### src/source/rename_pkg.sv
// rename stage widths, vector types, queue line, renamed instruction and map structs
`default_nettype none

package rename_pkg;

   //////////////////////////////////////////////////
   // sizes
   //////////////////////////////////////////////////

   // queue depth and segment split, fixed at half
   localparam int ISQ_DEPTH = 8;
   localparam int SEG_DEPTH = ISQ_DEPTH / 2;
   localparam int NUM_LREGS = 8;
   localparam int LTAG_W    = 3;
   // 32 physical registers
   localparam int PTAG_W    = 5;
   // issue counter counts groups of two lines
   localparam int CNT_W     = 2;
   localparam int CTRL_W    = 8;
   // counter steps that cover one segment
   localparam int SEG_CNT   = SEG_DEPTH / 2;

   //////////////////////////////////////////////////
   // types
   //////////////////////////////////////////////////

   typedef logic [LTAG_W-1:0] ltag_t;
   typedef logic [PTAG_W-1:0] ptag_t;
   typedef logic [CNT_W-1:0]  cnt_t;

   // one map entry, ready bit above the tag
   typedef struct packed {
      logic  rdy;
      ptag_t ptag;
   } map_ent_t;

   // entry i belongs to logical register i
   typedef map_ent_t [NUM_LREGS-1:0] map_t;

   // queue line as it leaves the issue queue
   typedef struct packed {
      logic                wat;
      logic                vld;
      logic                src1_vld;
      ltag_t               lsrc1;
      logic                dst_vld;
      ltag_t               ldst;
      logic                src2_vld;
      ltag_t               lsrc2;
      logic [CTRL_W-1:0]   ctrl;
      ptag_t               pdest;
   } isq_line_t;

   // renamed instruction, ldst is dropped
   typedef struct packed {
      logic                wat;
      logic                vld;
      logic                src1_vld;
      ptag_t               psrc1;
      logic                psrc1_rdy;
      logic                src2_vld;
      ptag_t               psrc2;
      logic                psrc2_rdy;
      logic [CTRL_W-1:0]   ctrl;
      ptag_t               pdest;
   } ren_inst_t;

   // identity map, every entry ready
   localparam map_t RESET_MAP = {
      {1'b1, 5'd7}, {1'b1, 5'd6}, {1'b1, 5'd5}, {1'b1, 5'd4},
      {1'b1, 5'd3}, {1'b1, 5'd2}, {1'b1, 5'd1}, {1'b1, 5'd0}
   };

endpackage

`default_nettype wire

### src/source/seg_header_ctrl.sv
// seg_header_ctrl: segment header maps, arch bit, switch condition, queue full flag
`default_nettype none

module seg_header_ctrl (
   input  wire                                             clk,
   input  wire                                             rst_n,
   input  rename_pkg::isq_line_t [rename_pkg::ISQ_DEPTH-1:0] isq_lines_i,
   input  rename_pkg::map_t                                mid_map_i,
   input  rename_pkg::map_t                                top_map_i,
   input  rename_pkg::cnt_t                                issue_cnt_i,
   output rename_pkg::map_t                                top_hdr_o,
   output rename_pkg::map_t                                mid_hdr_o,
   output logic                                            arch_o,
   output logic                                            isq_full_o
);

   //////////////////////////////////////////////////
   // local signals
   //////////////////////////////////////////////////

   rename_pkg::map_t               top_hdr_q;
   rename_pkg::map_t               mid_hdr_q;
   logic                           arch_q;
   // per line done, invalid or no longer waiting
   logic [rename_pkg::ISQ_DEPTH-1:0] line_done;
   logic                           low_seg_done;
   logic                           high_seg_done;
   // every entry at the segment boundary resolved
   logic                           mid_all_rdy;
   logic                           top_all_rdy;
   logic                           arch_swt;

   // and of all ready bits in a map
   function automatic logic map_all_rdy(rename_pkg::map_t m);
      logic r;
      r = 1'b1;
      for (int i = 0; i < rename_pkg::NUM_LREGS; i++)
      begin
         r &= m[i].rdy;
      end
      return r;
   endfunction

   //////////////////////////////////////////////////
   // switch condition
   //////////////////////////////////////////////////

   always_comb
   begin
      for (int i = 0; i < rename_pkg::ISQ_DEPTH; i++)
      begin
         line_done[i] = ~isq_lines_i[i].vld | ~isq_lines_i[i].wat;
      end
   end

   assign low_seg_done  = &line_done[rename_pkg::SEG_DEPTH-1:0];
   assign high_seg_done = &line_done[rename_pkg::ISQ_DEPTH-1:rename_pkg::SEG_DEPTH];

   assign mid_all_rdy = map_all_rdy(mid_map_i);
   assign top_all_rdy = map_all_rdy(top_map_i);

   // the oldest segment retires once it is done, resolved and behind the counter
   assign arch_swt = (!arch_q && (issue_cnt_i >= rename_pkg::CNT_W'(rename_pkg::SEG_CNT))
                      && low_seg_done && mid_all_rdy)
                   || (arch_q && (issue_cnt_i < rename_pkg::CNT_W'(rename_pkg::SEG_CNT))
                      && high_seg_done && top_all_rdy);

   //////////////////////////////////////////////////
   // headers and arch bit
   //////////////////////////////////////////////////

   always_ff @(posedge clk or negedge rst_n)
   begin
      if (!rst_n)
      begin
         top_hdr_q <= rename_pkg::RESET_MAP;
         mid_hdr_q <= rename_pkg::RESET_MAP;
         arch_q    <= 1'b0;
      end
      else if (arch_swt)
      begin
         // the retiring segment hands its final map to the next head
         if (arch_q)
         begin
            top_hdr_q <= top_map_i;
         end
         else
         begin
            mid_hdr_q <= mid_map_i;
         end
         arch_q <= ~arch_q;
      end
   end

   assign top_hdr_o = top_hdr_q;
   assign mid_hdr_o = mid_hdr_q;
   assign arch_o    = arch_q;

   // full at the last counter step of the youngest segment
   assign isq_full_o = (!arch_q && (issue_cnt_i == rename_pkg::CNT_W'(2 * rename_pkg::SEG_CNT - 1)))
                     || (arch_q && (issue_cnt_i == rename_pkg::CNT_W'(rename_pkg::SEG_CNT - 1)));

endmodule

`default_nettype wire

### config.mk
export PLATFORM = sky130hd
export DESIGN_NAME = seg_header_ctrl
export DESIGN_NICKNAME = d
export VERILOG_FILES = /design/src/source/rename_pkg.sv /design/src/source/seg_header_ctrl.sv
export SDC_FILE = /design/constraint.sdc
export NUM_CORES = 1
export LEC_CHECK = 0
export ABC_AREA = 1
export BUFFER_PORTS_ARGS = -buffer_cell sky130_fd_sc_hd__buf_2
export CAP_MARGIN = 25
export CORE_AREA = 2 2 163 165
export CTS_CLUSTER_SIZE = 8
export DETAILED_ROUTE_END_ITERATION = 8
export DIE_AREA = 0 0 165 167
export GPL_TIMING_DRIVEN = 0
export PLACE_DENSITY_LB_ADDON = 0.1
export SYNTH_ARGS = -nofsm -noshare
export SYNTH_HDL_FRONTEND = slang
export SYNTH_SLANG_ARGS = --single-unit
### constraint.sdc
create_clock -name clk -period 1.75 [get_ports clk]
set_input_delay 0.175 -clock clk [delete_from_list [all_inputs] [get_ports clk]]
set_output_delay 0.175 -clock clk [all_outputs]
set_load 0.005 [all_outputs]
* Yosys cells after proc, flatten, opt, wreduce, memory -nomap -nowiden
Index checks and enable logic that the tools add are counted.
** Word-level totals
- Register bits after elaboration :: 97
- Bits of input ports :: 316
- Output and inout port bits :: 98
- Word-level logic and storage cells :: 91
** Operators by class
- Order comparisons :: 2
- Eq/ne operators :: 2
- Bitwise operators :: 39
- Reduce and logical (&&, ||, !) cells :: 15
** Operators by type and width (number)
- inverter 1 bit :: 17
- AND 1 bit :: 14
- logical AND 1 bit :: 8
- bitwise OR 1 bit :: 8
- AND reduction 4 bit :: 2
- AND reduction 2 bit :: 2
- == test 2 x 1 -> 1 bit, second input constant :: 1
- == test 2 bit, second input constant :: 1
- greater-or-equal comparator 2 bit, second input constant :: 1
- logical OR 1 bit :: 2
- < comparator 2 bit, second input constant :: 1
- logical NOT 1 bit :: 1

* Depth between registers and ports, before layout
Gate-level depths: netlist of run 1.
- Word-level depth :: 10
- Gate-level depth with buffers :: 9
- Depth with buffers taken out :: 7

* Least setup slack after synthesis of run 1
No wires, ideal clock.
- Path kind :: reg2reg
- Start :: reg arch_q, in the netlist arch_o
- End :: reg mid_hdr_q, in the netlist mid_hdr_o[0]
- Setup time :: 117 ps
- Arrival time :: 1222 ps
- Data required time :: 1633 ps
- Setup slack :: 411 ps
- Stages on the path, launching flop included :: 9
- Path buffers :: 2
- Period minus slack after synthesis :: 1339 ps
- Path through :: dfrtp_1 -> inv_2 -> nand3_1 -> nor2_2 -> nand3_2 -> buf_2 -> buf_6 -> nand2_1 -> nand2_1
** Between the ends
- Longest elaborated chain between the ends :: 6
- Elaborated cells between the ends (all ways) :: 10
- Those cells by class :: bitwise: 1; reduce/logical: 9
** RTL lines
- start: declaration :: line seg_header_ctrl.sv:23 : logic arch_q;
- start signal: assignment :: line seg_header_ctrl.sv:91 : arch_q <= ~arch_q;
- logical NOT 1 bit :: line seg_header_ctrl.sv:63 : assign arch_swt = (!arch_q && (issue_cnt_i >= rename_pkg::CNT_W'(rename_pkg::SEG_CNT))
- logical AND 1 bit :: line seg_header_ctrl.sv:63
- logical AND 1 bit (2 in a row) :: line seg_header_ctrl.sv:64 : && low_seg_done && mid_all_rdy)
- logical OR 1 bit :: line seg_header_ctrl.sv:65 : || (arch_q && (issue_cnt_i < rename_pkg::CNT_W'(rename_pkg::SEG_CNT))
- AND reduction 2 bit (no source line) (*)
- end signal: assignment :: line seg_header_ctrl.sv:77 : mid_hdr_q <= rename_pkg::RESET_MAP;
- end signal: assignment :: line seg_header_ctrl.sv:89 : mid_hdr_q <= mid_map_i;
- end: declaration :: line seg_header_ctrl.sv:22 : rename_pkg::map_t mid_hdr_q;
Every way passes the cells marked *; elsewhere a longest branch is shown, timed or not.
A chain may end at the register's enable or synchronous reset.

* Worst setup path in the final report of run 1
- Start :: reg arch_q, in the netlist arch_o
- End :: reg mid_hdr_q, in the netlist mid_hdr_o[8]
The elaborated chain is that of the path after synthesis.

==> results.cfg, run 1 <==
[hold_path]
hold_class = primary input to flip-flop
hold_depth = 3

[synthesis]
synth_compound_area_share_pct = 0.321
synthAdderAreaFrac_pct = 0
synth.avg_cell_area_um2 = 9.06
netlist_instances = 430
synth_seq_cells = 97
netlist_area_um2 = 3900
synthXorXnorAreaFrac_pct = 0
synth_cell_type_count = 18
yosys.area_share.simple_pct = 31.7
ys_warn_count = 0
synthMuxAreaShare_pct = 0
seq_area_frac_synth_pct = 63.6
synth_top_family_by_area = simple AND/OR/NAND/NOR gates
synth_fp_nets = 746

[finish]
final_nets = 973
final_cell_mix = nand2_1, buf_2, dfrtp_1, nand4_1, dfstp_2
fin_util_pct = 22.3
postLayoutCellArea_um2 = 5740
final_common_cell = nand2_1
n_fill_cell = 2905
drive_gt1_share_pct = 44.0
diodes = 0
area.growth.synth_to_final_pct = 47.4
layout.cells.non_filler = 997

[global_route]
grt_overflow = 0
grt_max_degree = 51
antenna_found_initial = 1
grt.total_usage_pct = 9.80
grt_pass1_wl_um = 20600
first_global_vias = 3664

[timing]
rsz0062_at_grt = false
period_needed_ps = 1580
finalSetupViolCount = 0
worstMarginPinSlew_ps = 662
setup-tns-final_ps = 0
skew_ps = 10.6
maxSlewViolCount = 0
relSlewSlack_pct = 55.9
post-route-period-util_pct = 90.6
fmax_mhz = 631
finalHoldViolCount = 0

[floorplan]
ioPinCount = 414
dieWidth_um = 165
die_area_um2 = 27600
die_h_um = 167
rows = 59
core_area_um2 = 25800
initial_core_util_pct = 15.1

[routing]
routed_wl_um = 13600
drtPass1Iterations = 4
ant_nets = 0
viasPerCell = 3.63
via_count = 3618
wl_per_cell_um = 13.7
drtIter0Drc = 151
remaining_drc_errors = 0

[place]
port_buffers = 213
hpwl_um = 10700
gp_congestion = 0.734
dpl_cell_area_um2 = 5410
place_inst = 979

[clocking]
clockBufferDepth = 2
postCtsSetupBuffers = 0
cts.root.buffer_cell = clkbuf_16
cts_tree = yes
clkSlewWorstSetupHoldPaths_ps = 70
numCtsBuffers = 9
h-tree-depth = 3
clock_latency_ps = 340
clock_sinks = 97

[outcome]
outcome = finished, final reports clean

[run]
cap_violations = 0

[critical_path]
cp.required_ps = 1980
startpoint_type = flip-flop
arrival_ps = 1820
r2r_cells = 8
critPathKind = flip-flop to flip-flop
crit_path_max_fanout = 10
cp-end-kind = flip-flop

[power_and_ir_drop]
total_power_mw = 4.64
leakage_nw = 3.31
p_per_area_nw_per_um2 = 808
vdd_drop_max_uv = 292
[worst paths after layout]
| kind | startpoint | endpoint | slack (ps) |
|---|---|---|---|
| worst max-delay path | arch_o | mid_hdr_o[8] | 170 |
| worst min-delay path | top_map_i[46] | top_hdr_o[46] | 30 |
| worst max register to register | arch_o | mid_hdr_o[8] | 170 |
| worst min register to register | mid_hdr_o[23] | mid_hdr_o[23] | 450 |
| max in group asynchronous | rst_n | mid_hdr_o[13] | 580 |
| min in group asynchronous | rst_n | top_hdr_o[20] | 430 |
[final cells by class]
cell class,count,area (um^2),share of cell area [%]
Buffer,26,124,2.16
Clock buffer,12,246,4.29
Clock inverter,4,51.3,0.893
Inverter,14,52.6,0.915
Multi-Input combinational cell,293,1260,21.9
Sequential cell,97,2480,43.1
Tap cell,335,419,7.30
Timing Repair Buffer,216,1120,19.4
[timing repair]
action,in CTS,in global routing
pin swaps,0,1
cloned,0,0
endpoints found under the setup margin,40,12
resized for setup,3,1
hold buffers,1,1
endpoints found under the hold margin,29,1
[Yosys cell counts]
cell type,instances,area [um^2]
buf_4,2,15.0
nor2_2,2,12.5
nand3b_1,1,7.51
inv_2,1,3.75
nand4_1,41,257
or2_2,8,50.1
nand3_2,1,10.0
a21boi_0,1,7.51
inv_1,13,48.8
nand3_1,4,20.0
buf_6,1,11.3
dfrtp_1,57,1430
clkbuf_1,17,63.8
nand2_1,228,856
buf_2,6,30.0
dfstp_2,40,1050
nor2_1,6,22.5
a21oi_1,1,5.00
[through the flow]
| stage | setup WS [ps] | hold WS, ps |
|---|---|---|
| finish | 165 | 28.2 |
| global route | 0.447 | 9.66 |
| CTS | 70.7 | 2.07 |
| detailed placement | -93.8 | 268 |
| global placement | -739 | 378 |
| floorplan | 411 | -121 |
[registers in the layout, indices dropped and copies added, names as in the netlist]
| signal | flops |
|---|---|
| arch_o | 1 |
| mid_hdr_o | 48 |
| top_hdr_o | 48 |
[where the power goes]
group | leakage, nW | internal, mW | total (mW) | switching [mW]
registers | 1.20 | 2.28 | 2.29 | 0.0137
clock network | 0.148 | 1.16 | 2.04 | 0.889
logic | 1.96 | 0.142 | 0.306 | 0.164
[critical path: stages, from the launching register on]
cell	delay (ps)
dfrtp_1	440
inv_2	100
nand3_2	150
nor2_4	190
nand3_2	110
clkbuf_4	230
buf_6	160
nand2_1	50
nand2_1	40
[per-layer routing]
layer / GRT usage [%] / vias to the layer above / wire, um
met5: 0 / - / 16
met4: 2.68 / 2 / 119
met3: 5.83 / 7 / 2050
met2: 14.2 / 190 / 5530
met1: 12.2 / 1613 / 5910
li1: - / 1806 / -
[cells by family after synthesis]
family,count (synthesis)
compound gates,2
simple gates,291
flops,97
buf+inv,40
Note: power is estimated with default switching activity, not from simulation.
==> run 2, diff against run 1 <==
--- a/config.mk
+++ b/config.mk
@@ -8,10 +8,12 @@
 export ABC_AREA = 1
 export BUFFER_PORTS_ARGS = -buffer_cell sky130_fd_sc_hd__buf_2
 export CAP_MARGIN = 25
-export CORE_AREA = 2 2 163 165
+export CELL_PAD_IN_SITES_DETAIL_PLACEMENT = 0
+export CELL_PAD_IN_SITES_GLOBAL_PLACEMENT = 1
+export CORE_AREA = 2 2 159 161
 export CTS_CLUSTER_SIZE = 8
 export DETAILED_ROUTE_END_ITERATION = 8
-export DIE_AREA = 0 0 165 167
+export DIE_AREA = 0 0 161 163
 export GPL_TIMING_DRIVEN = 0
 export PLACE_DENSITY_LB_ADDON = 0.1
 export SYNTH_ARGS = -nofsm -noshare
==> run 2 against run 1 <==
Effect of this change: cell count fell by 0.40%; total power rose by 4.4%; setup slack improved by 23 ps; worst hold slack got worse by 5.6 ps; flip-flop and latch count did not move; routed wire length rose by 2.7%; critical path depth fell by 1; die area fell by 4.8%; combinational power barely moved; clock power rose by 10%; register-to-register slack improved by 20 ps; largest cell class unchanged.
==> results.cfg, run 2 (same netlist as run 1, synthesis figures left out) <==
[critical_path]
cp-end-kind = flip-flop
r2r_cells = 7
critPathKind = flip-flop to flip-flop
arrival_ps = 1800
cpPeakStageDelay_ps = 420
cp_common_cell = nand2_1
timing.rr.start = arch_o
crit_path_max_fanout = 10
regToRegEndpoint = mid_hdr_o[12]
slowest_stage = dfrtp_1
cp.required_ps = 1990
r2r_slack_ps = 190
path_cells = inv_2, nand3_1, nor2_4, nand3_4, clkbuf_1, nand2_1, nand2_1
cp.buffers_inverters = 2
crit_family = simple AND/OR/NAND/NOR gates
startpoint_type = flip-flop

[power_and_ir_drop]
p_per_area_nw_per_um2 = 836
total_power_mw = 4.85
leakage_nw = 3.35
vdd_drop_max_uv = 294

[finish]
diodes = 0
final_common_cell = nand2_1
n_fill_cell = 2801
drive_gt1_share_pct = 44.6
area.growth.synth_to_final_pct = 48.8
final_nets = 974
final_cell_mix = nand2_1, buf_2, dfrtp_1, nand4_1, dfstp_2
fin_util_pct = 23.5

[global_route]
grt_pass1_wl_um = 21800
gr-max-usage-layer = met2
grt.total_usage_pct = 10.8
grt_overflow = 0
use_met2_pct = 14.6
antenna_found_initial = 7
grt_util_met3_pct = 6.44
first_global_vias = 3749
grt_max_degree = 60
use_met1_pct = 14.2

[clocking]
clock_sinks = 97
clkSlewWorstSetupHoldPaths_ps = 80
cts_tree = yes
h-tree-depth = 3
numCtsBuffers = 9
clockBufferDepth = 2
cts.root.buffer_cell = clkbuf_16
clock_latency_ps = 350

[timing]
finalSetupViolCount = 0
maxSlewViolCount = 0
relSlewSlack_pct = 63.2
period_needed_ps = 1560
setup_ws_ps = 188
worstMarginPinSlew_ps = 552
skew_ps = 11.8
post-route-period-util_pct = 89.3
rsz0062_at_grt = true
finalHoldViolCount = 0
fmax_mhz = 640
hold_slack_ps = 22.6

[routing]
viasPerCell = 3.68
drtIter0Drc = 162
drtPass1Iterations = 5
ant_nets = 0
wl_per_cell_um = 14.1
via_count = 3657
remaining_drc_errors = 0
routed_wl_um = 14000

[place]
gp_congestion = 0.752
hpwl_um = 11000
dp_slack_ps = -78.6
port_buffers = 213

[floorplan]
initial_core_util_pct = 15.8
die_h_um = 163
dieWidth_um = 161
die_area_um2 = 26200
core_area_um2 = 24700
rows = 58
ioPinCount = 414

[hold_path]
hold_depth = 3
hp-start = top_map_i[30]
hold_class = primary input to flip-flop
hold-path-endpoint = top_hdr_o[30]

[run]
cap_violations = 0

[outcome]
outcome = finished, final reports clean
## run 2: metal layers
| layer | part of all wire (%) | wire, um | vias to the layer above |
|---|---|---|---|
| li1 | - | - | 1813 |
| met1 | 46 | 6400 | 1625 |
| met2 | 38 | 5310 | 179 |
| met3 | 14 | 1980 | 26 |
| met4 | 1.6 | 219 | 14 |
| met5 | 0.62 | 87 | - |
## run 2: power breakdown
part	switching (mW)	internal (mW)
sequential	0.0131	2.28
combinational	0.164	0.142
clock	0.936	1.31
## run 2: worst max path at each step
stage | startpoint | end | slack (ps) | cells past startpoint
after floorplan | arch_o | mid_hdr_o[0] | 410 | 8
after global placement | rst_n | mid_hdr_o[28] | -720 | 1
after detailed placement | arch_o | mid_hdr_o[7] | -80 | 8
after CTS | arch_o | mid_hdr_o[2] | 30 | 8
after global routing | arch_o | mid_hdr_o[24] | -7 | 7
final | arch_o | mid_hdr_o[12] | 190 | 7
## run 2: layout make-up
cell class	instances	area [um^2]	share of cell area (%)
buffer	25	129	2.22
clock buffer	10	239	4.12
clock inverter	6	96.3	1.66
inverter	14	52.6	0.906
multi-input combinational	293	1260	21.7
sequential	97	2480	42.7
tap	330	413	7.12
timing repair buffer	218	1130	19.5
## run 2: metrics by stage
step           area (um^2)  std cells  setup TNS (ps)
4_1_cts               5770        992               0
2_1_floorplan         3900        430               0
6_report              5800        993               0
3_3_place_gp          5380        973          -45630
5_1_grt               5800        993           -9.07
3_5_place_dp          5410        974            -903
## run 2: worst min-delay path, delay by kind of cell
family / cells / cell delay, ps
simple gates: 2 / 100
buf+inv: 1 / 100
## run 2: timing repair
action / in CTS / in global routing
setup buffers: 0 / 2
endpoints found under the setup margin: 19 / 18
hold buffers: 2 / 0
pin swaps: 1 / 1
hold endpoints to repair: 21 / 0
gates resized for setup: 1 / 9
==> run 3, diff against run 2 <==
--- a/config.mk
+++ b/config.mk
@@ -10,10 +10,10 @@
 export CAP_MARGIN = 25
 export CELL_PAD_IN_SITES_DETAIL_PLACEMENT = 0
 export CELL_PAD_IN_SITES_GLOBAL_PLACEMENT = 1
-export CORE_AREA = 2 2 159 161
+export CORE_AREA = 2 2 160 162
 export CTS_CLUSTER_SIZE = 8
 export DETAILED_ROUTE_END_ITERATION = 8
-export DIE_AREA = 0 0 161 163
+export DIE_AREA = 0 0 162 164
 export GPL_TIMING_DRIVEN = 0
 export PLACE_DENSITY_LB_ADDON = 0.1
 export SYNTH_ARGS = -nofsm -noshare
==> constraint.sdc (replaced) <==
create_clock -name clk -period 1.8 [get_ports clk]
set_input_delay 0.18 -clock clk [delete_from_list [all_inputs] [get_ports clk]]
set_output_delay 0.18 -clock clk [all_outputs]
set_load 0.005 [all_outputs]
==> run 3 against run 2 <==
Effect of this change: total power shrank 2.4%; flip-flop and latch count did not move; die area grew 1.2%; combinational power is 3% lower.
==> results.cfg, run 3 (same netlist as run 1, synthesis figures left out) <==
[place]
place_inst = 974
port_buffers = 213
gp_congestion = 0.780
hpwl_um = 10700

[routing]
wl_per_cell_um = 13.8
drtPass1Iterations = 4
viasPerCell = 3.67
drtIter0Drc = 196
routed_wl_um = 13700
ant_nets = 0
remaining_drc_errors = 0
via_count = 3649

[finish]
layout.cells.non_filler = 993
fin_util_pct = 23.3
final_nets = 973
final_cell_mix = nand2_1, buf_2, dfrtp_1, nand4_1, dfstp_2
final_common_cell = nand2_1
area.growth.synth_to_final_pct = 48.4
drive_gt1_share_pct = 44.4

[critical_path]
regToRegEndpoint = mid_hdr_o[9]
critPathKind = flip-flop to flip-flop
cp.required_ps = 2040
startpoint_type = flip-flop
crit_path_max_fanout = 10
cp-end-kind = flip-flop
timing.rr.start = arch_o
arrival_ps = 1820
r2r_cells = 8
r2r_slack_ps = 220

[global_route]
grt.total_usage_pct = 10.3
grt_overflow = 0
grt_max_degree = 54
antenna_found_initial = 2
grt_pass1_wl_um = 20800
first_global_vias = 3580

[clocking]
cts_tree = yes
cts.root.buffer_cell = clkbuf_16
clock_latency_ps = 350
h-tree-depth = 3
clock_sinks = 97
numCtsBuffers = 9
clkSlewWorstSetupHoldPaths_ps = 70
clockBufferDepth = 2

[timing]
relSlewSlack_pct = 58.0
rsz0062_at_grt = false
period_needed_ps = 1580
fmax_mhz = 632
skew_ps = 10.6
finalSetupViolCount = 0
maxSlewViolCount = 0
hold_slack_ps = 20.1
finalHoldViolCount = 0
post-route-period-util_pct = 88.0
worstMarginPinSlew_ps = 627

[floorplan]
initial_core_util_pct = 15.7
ioPinCount = 414
die_h_um = 164
dieWidth_um = 162
core_area_um2 = 24800
rows = 58
die_area_um2 = 26600

[outcome]
outcome = finished, final reports clean

[power_and_ir_drop]
vdd_drop_max_uv = 279
leakage_nw = 3.33
p_per_area_nw_per_um2 = 817

[hold_path]
hold_depth = 3
hold-path-endpoint = top_hdr_o[42]
hold_class = primary input to flip-flop
hp-start = top_map_i[42]

[run]
cap_violations = 0
==> run 3: critical path, cell delays in order (launching register included) <==
cell      delay, ps
dfrtp_1         420
inv_2            90
nand3_2         130
nor2_4          220
nand3_4         130
clkbuf_4        230
buf_6           160
nand2_1          50
nand2_1          40
==> run 3: worst max-delay path by stage <==
stage | from | to | slack [ps] | cells past startpoint
3_5_place_dp | arch_o | mid_hdr_o[1] | -70 | 8
3_3_place_gp | rst_n | mid_hdr_o[4] | -680 | 1
5_1_grt | arch_o | mid_hdr_o[9] | 30 | 8
2_1_floorplan | arch_o | mid_hdr_o[0] | 460 | 8
4_1_cts | arch_o | mid_hdr_o[1] | 20 | 8
6_report | arch_o | mid_hdr_o[9] | 220 | 8
==> run 3: layout make-up <==
| type | instances | area [um^2] |
|---|---|---|
| Fill cell | 2794 | 19000 |
| Sequential cell | 97 | 2480 |
| Multi-Input combinational cell | 293 | 1260 |
| Timing Repair Buffer | 216 | 1110 |
| Tap cell | 330 | 413 |
| Clock buffer | 10 | 239 |
| Buffer | 26 | 124 |
| Clock inverter | 6 | 98.8 |
| Inverter | 14 | 52.6 |
| Antenna cell | 1 | 2.50 |
==> run 3: metal layers <==
layer  share of wire, %  GRT usage [%]  vias up
li1                   -              -     1814
met1                 44           13.4     1626
met2                 39           14.0      189
met3                 15           6.11       16
met4                1.6           3.98        4
met5               0.18              0        -
==> run 3: power breakdown <==
group	switching [mW]	internal, mW	leakage, nW
clock	0.926	1.28	0.163
sequential	0.0123	2.22	1.20
combinational	0.159	0.136	1.96
==> run 3: timing repair <==
action                     in CTS  in global routing
buffers inserted                0                  1
gates resized for setup         1                  5
pin swaps                       1                  1
hold endpoints to repair       25                  0
setup endpoints to repair      17                 23
hold buffers                    1                  0
==> run 3: stage by stage <==
step / worst slack, ps / cell area (um^2) / power, mW / TNS, ps
after detailed placement: -69.3 / 5410 / 2.57 / -584
final: 217 / 5790 / 4.73 / 0
after global placement: -679 / 5380 / 2.56 / -41150
after floorplan: 461 / 3900 / 2.33 / 0
after CTS: 18.2 / 5760 / 4.84 / 0
after global routing: 26.6 / 5780 / 4.95 / 0
