File: src/source/rename_pkg.sv
// rename stage widths, vector types, queue line, renamed instruction and map structs
`default_nettype none

package rename_pkg;

   //////////////////////////////////////////////////
   // sizes
   //////////////////////////////////////////////////

   // queue depth and segment split, fixed at half
   localparam int ISQ_DEPTH = 8;
   localparam int SEG_DEPTH = ISQ_DEPTH / 2;
   localparam int NUM_LREGS = 8;
   localparam int LTAG_W    = 3;
   // 32 physical registers
   localparam int PTAG_W    = 5;
   // issue counter counts groups of two lines
   localparam int CNT_W     = 2;
   localparam int CTRL_W    = 8;
   // counter steps that cover one segment
   localparam int SEG_CNT   = SEG_DEPTH / 2;

   //////////////////////////////////////////////////
   // types
   //////////////////////////////////////////////////

   typedef logic [LTAG_W-1:0] ltag_t;
   typedef logic [PTAG_W-1:0] ptag_t;
   typedef logic [CNT_W-1:0]  cnt_t;

   // one map entry, ready bit above the tag
   typedef struct packed {
      logic  rdy;
      ptag_t ptag;
   } map_ent_t;

   // entry i belongs to logical register i
   typedef map_ent_t [NUM_LREGS-1:0] map_t;

   // queue line as it leaves the issue queue
   typedef struct packed {
      logic                wat;
      logic                vld;
      logic                src1_vld;
      ltag_t               lsrc1;
      logic                dst_vld;
      ltag_t               ldst;
      logic                src2_vld;
      ltag_t               lsrc2;
      logic [CTRL_W-1:0]   ctrl;
      ptag_t               pdest;
   } isq_line_t;

   // renamed instruction, ldst is dropped
   typedef struct packed {
      logic                wat;
      logic                vld;
      logic                src1_vld;
      ptag_t               psrc1;
      logic                psrc1_rdy;
      logic                src2_vld;
      ptag_t               psrc2;
      logic                psrc2_rdy;
      logic [CTRL_W-1:0]   ctrl;
      ptag_t               pdest;
   } ren_inst_t;

   // identity map, every entry ready
   localparam map_t RESET_MAP = {
      {1'b1, 5'd7}, {1'b1, 5'd6}, {1'b1, 5'd5}, {1'b1, 5'd4},
      {1'b1, 5'd3}, {1'b1, 5'd2}, {1'b1, 5'd1}, {1'b1, 5'd0}
   };

endpackage

`default_nettype wire

File: src/source/rename_line.sv
// rename_line: source lookup, destination map update, freed tag, destination ready flag
`default_nettype none

module rename_line (
   input  wire                    clk,
   input  wire                    rst_n,
   input  rename_pkg::isq_line_t  isq_line_i,
   input  rename_pkg::map_t       prv_map_i,
   input  wire                    wb_en_i,
   input  wire                    wb_rdy_i,
   output rename_pkg::map_t       cur_map_o,
   output rename_pkg::ren_inst_t  ren_inst_o,
   output logic                   inst_rdy_o,
   output rename_pkg::ptag_t      free_ptag_o
);

   //////////////////////////////////////////////////
   // local signals
   //////////////////////////////////////////////////

   // ready flag of this line's destination
   logic                 dst_rdy_q;
   // map entries seen by the two sources
   rename_pkg::map_ent_t src1_ent;
   rename_pkg::map_ent_t src2_ent;
   // line writes a new mapping
   logic                 dst_wr;
   logic                 src1_rdy;
   logic                 src2_rdy;

   //////////////////////////////////////////////////
   // destination ready flag
   //////////////////////////////////////////////////

   // written by the writeback strobe, holds otherwise
   always_ff @(posedge clk or negedge rst_n)
   begin
      if (!rst_n)
      begin
         dst_rdy_q <= 1'b0;
      end
      else if (wb_en_i)
      begin
         dst_rdy_q <= wb_rdy_i;
      end
   end

   //////////////////////////////////////////////////
   // source lookup
   //////////////////////////////////////////////////

   assign src1_ent = prv_map_i[isq_line_i.lsrc1];
   assign src2_ent = prv_map_i[isq_line_i.lsrc2];

   // an unused source shows tag 0 and not ready
   assign src1_rdy = isq_line_i.src1_vld & src1_ent.rdy;
   assign src2_rdy = isq_line_i.src2_vld & src2_ent.rdy;

   always_comb
   begin
      ren_inst_o.wat       = isq_line_i.wat;
      ren_inst_o.vld       = isq_line_i.vld;
      ren_inst_o.src1_vld  = isq_line_i.src1_vld;
      ren_inst_o.psrc1     = isq_line_i.src1_vld ? src1_ent.ptag : '0;
      ren_inst_o.psrc1_rdy = src1_rdy;
      ren_inst_o.src2_vld  = isq_line_i.src2_vld;
      ren_inst_o.psrc2     = isq_line_i.src2_vld ? src2_ent.ptag : '0;
      ren_inst_o.psrc2_rdy = src2_rdy;
      ren_inst_o.ctrl      = isq_line_i.ctrl;
      ren_inst_o.pdest     = isq_line_i.pdest;
   end

   // unused sources do not hold the line back
   assign inst_rdy_o = isq_line_i.vld
                     & (~isq_line_i.src1_vld | src1_rdy)
                     & (~isq_line_i.src2_vld | src2_rdy);

   //////////////////////////////////////////////////
   // map update and freed tag
   //////////////////////////////////////////////////

   assign dst_wr = isq_line_i.vld & isq_line_i.dst_vld;

   always_comb
   begin
      cur_map_o = prv_map_i;
      if (dst_wr)
      begin
         // new mapping carries this line's ready flag
         cur_map_o[isq_line_i.ldst].rdy  = dst_rdy_q;
         cur_map_o[isq_line_i.ldst].ptag = isq_line_i.pdest;
      end
   end

   // old mapping is released on a write, else own pdest goes back
   assign free_ptag_o = dst_wr ? prv_map_i[isq_line_i.ldst].ptag : isq_line_i.pdest;

endmodule

`default_nettype wire

File: config.mk
export PLATFORM = sky130hd
export DESIGN_NAME = rename_line
export DESIGN_NICKNAME = d
export VERILOG_FILES = /design/src/source/rename_pkg.sv /design/src/source/rename_line.sv
export SDC_FILE = /design/constraint.sdc
export NUM_CORES = 1
export LEC_CHECK = 0
export BUFFER_PORTS_ARGS = -buffer_cell sky130_fd_sc_hd__buf_2
export CAP_MARGIN = 20
export CORE_UTILIZATION = 42
export CTS_CLUSTER_DIAMETER = 80
export DETAILED_ROUTE_END_ITERATION = 6
export GPL_TIMING_DRIVEN = 0
export PLACE_DENSITY = 0.9
export REMOVE_ABC_BUFFERS = 1
export SYNTH_ARGS = -nofsm -noshare
export SYNTH_HDL_FRONTEND = slang
export SYNTH_SLANG_ARGS = --single-unit
File: constraint.sdc
create_clock -name clk -period 1.3 [get_ports clk]
set_input_delay 0.065 -clock clk [delete_from_list [all_inputs] [get_ports clk]]
set_output_delay 0.065 -clock clk [all_outputs]
set_load 0.1 [all_outputs]
# [Word level (Yosys, flattened, before mapping)]
# Index checks and enable logic that the tools add are counted.
[word_totals] word_cells=31 reg_bits=1
[op_classes] mux=16 bitwise_logic=9 n_reduce_logical=1 order_cmp=4
[ops] op="$bwmux W48" n=2
[ops] op="$bmux W6 S3" n=3
[ops] op="$mux W48" n=1
[ops] op="$demux W6 S3" n=2
[ops] op="$mux W5" n=5
[ops] op="$mux W6" n=3
[ops] op="$lt A3 B4 Y1 const B" n=3
[ops] op="$and A1 B1 Y1" n=5
[ops] op="$ge A3 B1 Y1 const B" n=1
[ops] op="$not A1 Y1" n=2
[ops] op="$or A1 B1 Y1" n=2
[ops] op="$logic_and A1 B1 Y1" n=1

# [Longest topological paths before layout]
# Gate-level depths: netlist of run 1.
[depth] ltp_word=7 depth_mapped=6

# [Worst setup path after synthesis of run 1]
# Ideal clock, no wire load.
[synth_path] path_kind="input-to-output" start="in isq_line_i[23] (netlist bit)" end="out inst_rdy_o" arrival_time_ns=2.864 path_slack_ns=-1.629 cell_stages=4 required_ns=1.235 path_cell_list="buf_2 mux4_2 mux2i_1 a221oi_1"
[synth_via] elab_chain_len=6
[synth_rtl] item="from (decl)" line_no="rename_line.sv:7" rtl="input rename_pkg::isq_line_t isq_line_i,"
[synth_rtl] item="$bmux W6 S3" line_no="rename_line.sv:52" rtl="assign src1_ent = prv_map_i[isq_line_i.lsrc1];"
[synth_rtl] item="$mux W6 (not written as such)" line_no="rename_line.sv:52"
[synth_rtl] item="$and A1 B1 Y1" line_no="rename_line.sv:56" rtl="assign src1_rdy = isq_line_i.src1_vld & src1_ent.rdy;"
[synth_rtl] item="$or A1 B1 Y1" line_no="rename_line.sv:75" rtl="& (~isq_line_i.src1_vld | src1_rdy)"
[synth_rtl] item="$and A1 B1 Y1" line_no="rename_line.sv:75"
[synth_rtl] item="$and A1 B1 Y1" line_no="rename_line.sv:76" rtl="& (~isq_line_i.src2_vld | src2_rdy);"
[synth_rtl] item="to (decl)" line_no="rename_line.sv:13" rtl="output logic inst_rdy_o,"
# Every way passes these cells. The select of a mux whose other input is x is not followed.

==> results.sh, run 1 <==
export IMPL_status="finished, violations left"
export IMPL_violations="setup timing"
export IMPL_first_pass_iters=5
export IMPL_final_max_slew_violation_count=0
export IMPL_seqCellArea_um2=25.02
export IMPL_cap_violations=0
export IMPL_numPortBuffers=143
export IMPL_clk_latency_ns=0
export IMPL_critPathTopFamily="buffers and inverters"
export IMPL_initial_utilization=0.4442
export IMPL_synth_edf_count=0
export IMPL_fillers=219
export IMPL_synth_simple_area_share=0.1316
export IMPL_die_h_um=73.38
export IMPL_antenna_cells=0
export IMPL_synth_most_common_cell="mux2_2"
export IMPL_synthMuxAreaShare=0.6491
export IMPL_grt_start_max_net_pins=21
export IMPL_synth_compound_area_share=0.08012
export IMPL_skew_ns=0
export IMPL_synth_top_cell_by_area="mux2_2"
export IMPL_fmax_mhz=721.9
export IMPL_multi_input_area_mm2=0.002071
export IMPL_drc=0
export IMPL_ant_nets=0
export IMPL_antenna_found_initial=0
export IMPL_rows=25
export IMPL_synthAdderAreaFrac=0
export IMPL_grt_usage=0.3546
export IMPL_yosysSeqAreaShare=0.01170
export IMPL_via_per_inst=6.870
export IMPL_critPathMaxFanout=8
export IMPL_synth_top_family_by_area="multiplexers"
export IMPL_crit_chain="buf_16 > buf_8 > nand2b_4 > nor3_4 > buf_6 > mux2_4 > buf_12"
export IMPL_gp_routability_congestion=0.8551
export IMPL_crit_slowest_cell="mux2_4"
export IMPL_vias=2851
export IMPL_synth_flop_cell="dfrtp_1"
export IMPL_hold_path_class="input pin to primary output"
export IMPL_hold_violations=0
export IMPL_dp_hpwl_mm=5.992
export IMPL_period_share=1.066
export IMPL_min_period_ns=1.385
export IMPL_worst_pin_slew_ns=0.5094
export IMPL_grt_pass1_wl_mm=14.17
export IMPL_async_flop_share=1.000
export IMPL_dp_slack_ns=-0.6002
export IMPL_crit_required_ns=1.24
export IMPL_yosys_warnings=0
export IMPL_regMostFlops="dst_rdy_q"
export IMPL_largest_reg_flops=1
export IMPL_synth_xor_area_frac=0
export IMPL_finalSetupViolations=27
export IMPL_synth_area_leaders="mux2_2 27%, mux4_1 17%, mux4_2 13%"
export IMPL_synth_commonest_cells="52 x mux2_2, 21 x buf_4, 18 x nor2_1, 15 x mux2i_1, 14 x mux4_1"
export IMPL_path_class="input pin to primary output"
export IMPL_setup_ws_ns=-0.08530
export IMPL_fp_coreArea_mm2=0.004817
export IMPL_syn_inst=203
export IMPL_die_w_um=73.38
export IMPL_routedWlPerCell_um=28.31
export IMPL_cp_end_kind="primary output"
export IMPL_grt_remaining_overflow=0
export IMPL_cp_arrival_ns=1.32
export IMPL_p_leak_nw=1.923
export IMPL_placed_area_mm2=0.002685
export IMPL_drt_wl_total_mm=11.75
export IMPL_drive_gt1_frac=0.7845
export IMPL_synth_top_area_frac=0.2737
export IMPL_ys_types=33
export IMPL_die_area_mm2=0.005384
export IMPL_slew_limit_headroom=0.6627
export IMPL_startpoint_type="input pin"
export IMPL_synth_area_mm2=0.002140
export IMPL_ir_drop_mv=0.4141
export IMPL_power_density_mw_per_mm2=660.0
export IMPL_grt_pass1_vias=2590
export IMPL_syn_to_final_growth_pct=93.63
export IMPL_rsz0062_at_grt="true"
export IMPL_drt_iter0_drc=340
export IMPL_synth_seq_cells=1
export IMPL_stdcell_area_mm2=0.004143
export IMPL_critPathMaxStageDelay_ns=0.34
export IMPL_io_pins=162
export IMPL_layout_nets=429
export IMPL_reg_top3="dst_rdy_q (1)"
export IMPL_synth_avg_cell_area_um2=10.54
export IMPL_critPathBufInv=4
[final cells by class]
class                   count  share of cell area
multi-input cells         164              0.4999
inverters                   5            0.004530
flip-flops and latches      1            0.006040
well taps                  67             0.02024
repair buffers            178              0.4693
[stage by stage]
stage	power [mW]	util	TNS, ns	hold WS [ns]	cells
2_1_floorplan	1.504	-	-10.04	-0.2306	170
3_3_place_gp	2.016	0.5574	-28.16	-0.1598	380
3_5_place_dp	2.041	0.5574	-29.07	-0.1576	380
4_1_cts	2.405	0.7444	-0.2882	0.1309	399
5_1_grt	2.781	0.8600	-1.413	0.1306	415
6_report	2.734	0.8600	-0.9669	0.1307	415
[where the power goes]
group | total, mW | switching [mW] | internal (mW)
Clock | 0 | 0 | 0
Sequential | 0.0428 | 0.00802 | 0.0348
Combinational | 2.69 | 1.75 | 0.940
Total | 2.73 | 1.76 | 0.975
[path summary, 6_finish.rpt]
check / from / endpoint / slack (ns) / depth (start not counted)
worst max register to register: dst_rdy_q$_DFFE_PN0P_ / dst_rdy_q$_DFFE_PN0P_ / 0.41 / 1
min in group asynchronous: rst_n / dst_rdy_q$_DFFE_PN0P_ / 0.38 / 2
worst max-delay path: isq_line_i[18] / cur_map_o[14] / -0.09 / 7
worst min-delay path: isq_line_i[10] / ren_inst_o[10] / 0.13 / 0
max in group asynchronous: rst_n / dst_rdy_q$_DFFE_PN0P_ / 0.84 / 2
worst min register to register: dst_rdy_q$_DFFE_PN0P_ / dst_rdy_q$_DFFE_PN0P_ / 0.74 / 1
[per-layer routing]
layer | track usage | vias to the layer above | share of wire
met5 | 0 | - | 0
met3 | 0.1193 | 80 | 0.13
met4 | 0.1752 | 0 | 0.069
li1 | - | 1086 | -
met1 | 0.4087 | 1378 | 0.34
met2 | 0.5885 | 307 | 0.46
[what timing repair did]
action                                  CTS  global route
buffers inserted                         17            12
cloned                                    1             4
endpoints found under the setup margin   66            65
resized for setup                       213            95
endpoints found under the hold margin     1             0
pin swaps                                10            14
hold buffers                              1             0
[logic make-up (layout without fill, tap and decap cells)]
family | Yosys count | in the layout
muxes | 94 | 94
buffers and inverters | 38 | 183
and+or+nand+nor | 47 | 47
DFF | 1 | 1
AOI/OAI and AO/OA | 23 | 23
[cell usage in the layout, fill, tap and decap left out, types with 4 or more instances in the layout]
| cell | instances |
|---|---|
| mux4_1 | 10 |
| nor2_4 | 5 |
| mux2_4 | 35 |
| buf_4 | 24 |
| clkbuf_16 | 4 |
| inv_1 | 5 |
| mux2_2 | 18 |
| mux4_2 | 16 |
| mux2i_1 | 12 |
| buf_12 | 35 |
| buf_2 | 67 |
| o21ai_0 | 4 |
| buf_16 | 6 |
| clkbuf_4 | 4 |
| nor2_1 | 16 |
| buf_6 | 35 |
(Power assumes the default switching activity.)
==> run 2: changes to the inputs <==
ABC_AREA = 1   (was not set)
PLACE_DENSITY = 0.89   (was 0.9)
==> run 2 against run 1 <==
Effect of this change: highest routed layer unchanged; sequential cell count unchanged; critical path depth is 2 higher; the flow still finishes with violations (setup timing); fmax decreased by 1.5%; sequential power decreased by 12%.
==> results.sh, run 2 <==
export IMPL_syn_inst=463
export IMPL_gp_routability_congestion=0.9341
export IMPL_status="finished, violations left"
export IMPL_critPathMaxFanout=48
export IMPL_finalSetupViolations=4
export IMPL_crit_required_ns=1.24
export IMPL_die_w_um=74.80
export IMPL_via_per_inst=5.810
export IMPL_yosys_warnings=0
export IMPL_rows=26
export IMPL_routedWlPerCell_um=16.21
export IMPL_drive_gt1_frac=0.3408
export IMPL_drt_iter0_drc=407
export IMPL_rsz0062_at_grt="true"
export IMPL_worst_pin_slew_ns=0.4873
export IMPL_startpoint_type="input pin"
export IMPL_syn_to_final_growth_pct=64.19
export IMPL_path_class="input pin to primary output"
export IMPL_synth_top_area_frac=0.2310
export IMPL_dp_hpwl_mm=6.534
export IMPL_crit_top_cell="nand2_1"
export IMPL_critPathTopFamily="buffers and inverters"
export IMPL_fmax_mhz=710.8
export IMPL_p_leak_nw=1.947
export IMPL_die_h_um=74.80
export IMPL_pwr_share_clk=0
export IMPL_layout_commonest_cell="nand2_1"
export IMPL_reg_top3="dst_rdy_q (1)"
export IMPL_power_density_mw_per_mm2=687.8
export IMPL_grt_start_max_net_pins=49
export IMPL_largest_reg_flops=1
export IMPL_grt_remaining_overflow=0
export IMPL_yosysSeqAreaShare=0.01124
export IMPL_crit_chain="buf_16 > o21ai_0 > nand2_1 > nand2_1 > nand2_1 > nand2_1 > nand2_1 > o21ai_0 > buf_4"
export IMPL_synth_most_common_cell="nand2_1"
export IMPL_synth_area_leaders="nand2_1 23%, o21ai_0 15%, a21oi_1 11%"
export IMPL_slew_limit_headroom=0.6774
export IMPL_io_pins=162
export IMPL_mostFrequentLayoutCells="133 x nand2_1, 69 x buf_2, 64 x o21ai_0, 48 x inv_1, 48 x a21oi_1"
export IMPL_p_comb_frac=0.985
export IMPL_drc=0
export IMPL_first_pass_iters=5
export IMPL_ys_types=25
export IMPL_regMostFlops="dst_rdy_q"
export IMPL_die_area_mm2=0.005595
export IMPL_cp_depth=9
export IMPL_hold_path_class="input pin to primary output"
export IMPL_ant_nets=0
export IMPL_wl_met1_mm=3.984
export IMPL_ir_drop_mv=0.5214
export IMPL_cp_end_kind="primary output"
export IMPL_cp_arrival_ns=1.34
export IMPL_fp_coreArea_mm2=0.005107
export IMPL_antenna_cells=0
export IMPL_grt_pass1_wl_mm=14.61
export IMPL_placed_area_mm2=0.002693
export IMPL_critPathBufInv=2
export IMPL_finalSetupTns_ns=-0.1362
export IMPL_numPortBuffers=143
export IMPL_wl_met2_mm=5.033
export IMPL_setup_ws_ns=-0.1068
export IMPL_layout_nets=659
export IMPL_crit_slowest_cell="buf_4"
export IMPL_synth_area_mm2=0.002226
export IMPL_switching_share=0.7187
export IMPL_initial_utilization=0.4358
export IMPL_stdcell_area_mm2=0.003655
export IMPL_final_max_slew_violation_count=0
export IMPL_drt_wl_total_mm=10.51
export IMPL_intPower_mw=0.7070
export IMPL_synth_seq_cells=1
export IMPL_synth_top_cell_by_area="nand2_1"
export IMPL_vias=3765
export IMPL_async_flop_share=1.000
export IMPL_switchingPower_mw=1.807
export IMPL_grt_pass1_vias=3149
export IMPL_synth_commonest_cells="137 x nand2_1, 68 x o21ai_0, 51 x a21oi_1, 51 x inv_1, 32 x nand3_1"
export IMPL_rr_worst_depth=2
export IMPL_antenna_found_initial=0
export IMPL_skew_ns=0
export IMPL_clk_latency_ns=0
export IMPL_wl_met3_mm=1.194
export IMPL_p_seq_frac=0.015
export IMPL_cap_violations=0
export IMPL_period_share=1.082
export IMPL_violations="setup timing"
export IMPL_synth_avg_cell_area_um2=4.808
export IMPL_topRoutingLayerUsed="met4"
export IMPL_hold_violations=0
export IMPL_holdPathStages=0
export IMPL_grt_usage=0.3300
export IMPL_synth_flop_cell="dfrtp_1"
export IMPL_synth_edf_count=0
export IMPL_min_period_ns=1.407
export IMPL_critPathMaxStageDelay_ns=0.33
[run 2: cell types whose count changed in the layout (fill, tap and decap cells not counted), sizes merged, moves of 7 or more]
| cell | delta |
|---|---|
| buf | -7 |
| inv | +47 |
| nand2 | +130 |
| mux2i | -15 |
| clkbuf | -7 |
| nand3 | +29 |
| and3 | +7 |
| mux4 | -26 |
| mux2 | -53 |
| a21oi | +48 |
| o21ai | +99 |
[run 2: timing repair]
| item | 4_1_cts | 5_1_grt |
|---|---|---|
| hold endpoints to repair | 1 | 0 |
| hold buffers | 1 | 0 |
| setup buffers | 13 | 6 |
| gates resized for setup | 169 | 61 |
| setup endpoints to repair | 66 | 65 |
| cloned | 1 | 1 |
| pin swaps | 5 | 5 |
[run 2: worst paths after layout]
kind / start / to / slack, ns
max reg2reg: dst_rdy_q$_DFFE_PN0P_ / dst_rdy_q$_DFFE_PN0P_ / 0.42
max in group asynchronous: rst_n / dst_rdy_q$_DFFE_PN0P_ / 0.81
min reg2reg: dst_rdy_q$_DFFE_PN0P_ / dst_rdy_q$_DFFE_PN0P_ / 0.77
max: isq_line_i[17] / free_ptag_o[2] / -0.11
min: isq_line_i[10] / ren_inst_o[10] / 0.13
min in group asynchronous: rst_n / dst_rdy_q$_DFFE_PN0P_ / 0.41
[run 2: stage by stage]
step	total power, mW	instances	hold slack, ns	utilization	worst slack, ns
after floorplan	1.507	413	-0.2306	-	-1.249
after global placement	2.041	626	-0.1592	0.5272	-0.8755
after detailed placement	2.061	626	-0.1589	0.5272	-0.8729
after CTS	2.354	641	0.1311	0.6602	0.0009817
after global routing	2.619	648	0.1306	0.7156	-0.1534
final	2.514	648	0.1307	0.7156	-0.1068
[run 2: final cells by class]
type | instances | area (um^2)
Multi-Input combinational cell | 358 | 1807
Timing Repair Buffer | 164 | 1493
Fill cell | 404 | 1453
Inverter | 55 | 242.7
Tap cell | 70 | 87.58
Sequential cell | 1 | 25.02
[run 2: layer usage]
layer	vias to the layer above	global-route usage
li1	1739	-
met1	1676	0.4199
met3	38	0.03882
met4	0	0.08805
met5	-	0
met2	312	0.5866
[run 2: logic make-up after synthesis]
kind of cell | count (synthesis) | synth area share
AND/OR/NAND/NOR | 202 | 0.3850
buffers and inverters | 105 | 0.2451
flip-flops | 1 | 0.01124
AO/OA/AOI/OAI | 155 | 0.3586
[run 2: power groups by stage]
stage          clock [mW]  sequential, mW  combinational (mW)
3_3_place_gp            0          0.0375                2.00
2_1_floorplan           0          0.0367                1.47
3_5_place_dp            0          0.0376                2.02
6_report                0          0.0377                2.48
4_1_cts                 0          0.0376                2.32
5_1_grt                 0          0.0380                2.58
==> run 3: changes to the inputs <==
MAX_ROUTING_LAYER = met4   (was not set)
==> run 3 against run 2 <==
Effect of this change: sequential share of layout area about the same; combinational power is essentially flat; the run still ends with setup timing left; sequential power barely moved; largest cell class unchanged; critical endpoint is now cur_map_o[9]; first-iteration DRC count increased by 5.7%.
==> results.sh, run 3 (synthesis results as in run 2) <==
export IMPL_status="finished, violations left"
export IMPL_violations="setup timing"
export IMPL_r2r_start="dst_rdy_q$_DFFE_PN0P_"
export IMPL_grt_remaining_overflow=0
export IMPL_skew_ns=0
export IMPL_die_area_mm2=0.005595
export IMPL_placed_area_mm2=0.002693
export IMPL_largest_reg_flops=1
export IMPL_stdcell_count=648
export IMPL_initial_utilization=0.4358
export IMPL_antenna_found_initial=0
export IMPL_power_density_mw_per_mm2=677.6
export IMPL_finalSetupViolations=7
export IMPL_vias=3644
export IMPL_r2r_slack_ns=0.42
export IMPL_grt_pass1_wl_mm=14.03
export IMPL_reg_top3="dst_rdy_q (1)"
export IMPL_final_max_slew_violation_count=0
export IMPL_dp_cells=626
export IMPL_fillers=419
export IMPL_endpoint="cur_map_o[9]"
export IMPL_ir_drop_mv=0.4741
export IMPL_multi_input_area_mm2=0.001841
export IMPL_antenna_cells=0
export IMPL_grt_usage=0.3322
export IMPL_worst_pin_slew_ns=0.4878
export IMPL_critPathBufInv=5
export IMPL_stdcell_area_mm2=0.003719
export IMPL_regMostFlops="dst_rdy_q"
export IMPL_first_pass_iters=6
export IMPL_hold_path_class="input pin to primary output"
export IMPL_layout_nets=659
export IMPL_crit_required_ns=1.24
export IMPL_drc=0
export IMPL_cp_depth=9
export IMPL_cp_end_kind="primary output"
export IMPL_period_share=1.052
export IMPL_startpoint="isq_line_i[25]"
export IMPL_drt_wl_total_mm=10.33
export IMPL_slew_limit_headroom=0.6771
export IMPL_fmax_mhz=731.4
export IMPL_syn_to_final_growth_pct=67.06
export IMPL_grt_pass1_vias=3016
export IMPL_drive_gt1_frac=0.3564
export IMPL_die_h_um=74.80
export IMPL_rr_worst_depth=2
export IMPL_crit_top_cell="buf_12"
export IMPL_io_pins=162
export IMPL_mostFrequentLayoutCells="127 x nand2_1, 68 x buf_2, 65 x o21ai_0, 52 x buf_6, 48 x inv_1"
export IMPL_p_leak_nw=1.962
export IMPL_setup_ws_ns=-0.06724
export IMPL_min_period_ns=1.367
export IMPL_cp_arrival_ns=1.30
export IMPL_crit_slowest_cell="buf_12"
export IMPL_clk_latency_ns=0
export IMPL_finalSetupTns_ns=-0.3314
export IMPL_seqCellArea_um2=25.02
export IMPL_critPathMaxFanout=6
export IMPL_fp_coreArea_mm2=0.005107
export IMPL_critPathMaxStageDelay_ns=0.19
export IMPL_startpoint_type="input pin"
export IMPL_ant_nets=0
export IMPL_crit_chain="buf_8 > nand2_8 > clkinvlp_4 > buf_12 > nand4_1 > buf_6 > nand2_2 > o21ai_4 > buf_12"
export IMPL_rows=26
export IMPL_die_w_um=74.80
export IMPL_worst_r2r_endpoint="dst_rdy_q$_DFFE_PN0P_"
export IMPL_layout_commonest_cell="nand2_1"
export IMPL_cap_violations=0
export IMPL_dp_hpwl_mm=6.517
export IMPL_gp_routability_congestion=0.9438
export IMPL_rsz0062_at_grt="true"
export IMPL_grt_start_max_net_pins=49
export IMPL_numPortBuffers=143
export IMPL_drt_iter0_drc=430
export IMPL_hold_violations=0
export IMPL_routedWlPerCell_um=15.94
export IMPL_path_class="input pin to primary output"
export IMPL_critPathTopFamily="buffers and inverters"
export IMPL_via_per_inst=5.623
[run 3: stage by stage]
step | setup slack (ns) | hold WS (ns) | power [mW] | util
after CTS | 0.0001760 | 0.1311 | 2.341 | 0.6548
after global routing | -0.09168 | 0.1306 | 2.621 | 0.7281
final | -0.06724 | 0.1307 | 2.520 | 0.7281
after global placement | -0.8784 | -0.1591 | 2.042 | 0.5272
after detailed placement | -0.8984 | -0.1589 | 2.062 | 0.5272
after floorplan | -1.249 | -0.2306 | 1.507 | -
[run 3: area by class of cell]
cell class / count / share of cell area
multi-input combinational: 357 / 0.4950
timing repair buffer: 165 / 0.4115
inverter: 55 / 0.06326
tap: 70 / 0.02355
sequential: 1 / 0.006729
[run 3: per-layer routing]
layer | GRT usage | up-vias | share of wire | wire length (um)
met3 | 0.03213 | 12 | 0.098 | 1012
met4 | 0.03354 | 0 | 0.0084 | 87
li1 | - | 1736 | - | -
met5 | - | - | 0 | 0
met1 | 0.4087 | 1632 | 0.38 | 3960
met2 | 0.6036 | 264 | 0.51 | 5271
[run 3: how the worst min path moves through the flow]
stage                         startpoint                     to  slack (ns)  depth (start not counted)
after detailed placement           rst_n  dst_rdy_q$_DFFE_PN0P_       -0.16                          1
after global routing       isq_line_i[9]          ren_inst_o[9]        0.13                          0
after CTS                 isq_line_i[10]         ren_inst_o[10]        0.13                          0
final                     isq_line_i[10]         ren_inst_o[10]        0.13                          0
after floorplan                    rst_n  dst_rdy_q$_DFFE_PN0P_       -0.23                          0
after global placement             rst_n  dst_rdy_q$_DFFE_PN0P_       -0.16                          1
[run 3: report_power, final]
| part | total [mW] | switching (mW) | internal [mW] |
|---|---|---|---|
| registers | 0.0375 | 0.00300 | 0.0345 |
| logic | 2.48 | 1.80 | 0.679 |
| clock network | 0 | 0 | 0 |
| total | 2.52 | 1.81 | 0.713 |
[run 3: what timing repair did]
action	CTS	global route
cloned	0	2
gates resized for setup	158	73
buffers inserted	14	5
pin swaps	4	3
endpoints found under the hold margin	1	0
hold buffers	1	0
endpoints found under the setup margin	66	66
[run 3: worst register-to-register path: stages, from the launching register on]
cell and delay [ns]:
dfrtp_1 0.39, inv_1 0.23, o21ai_0 0.13
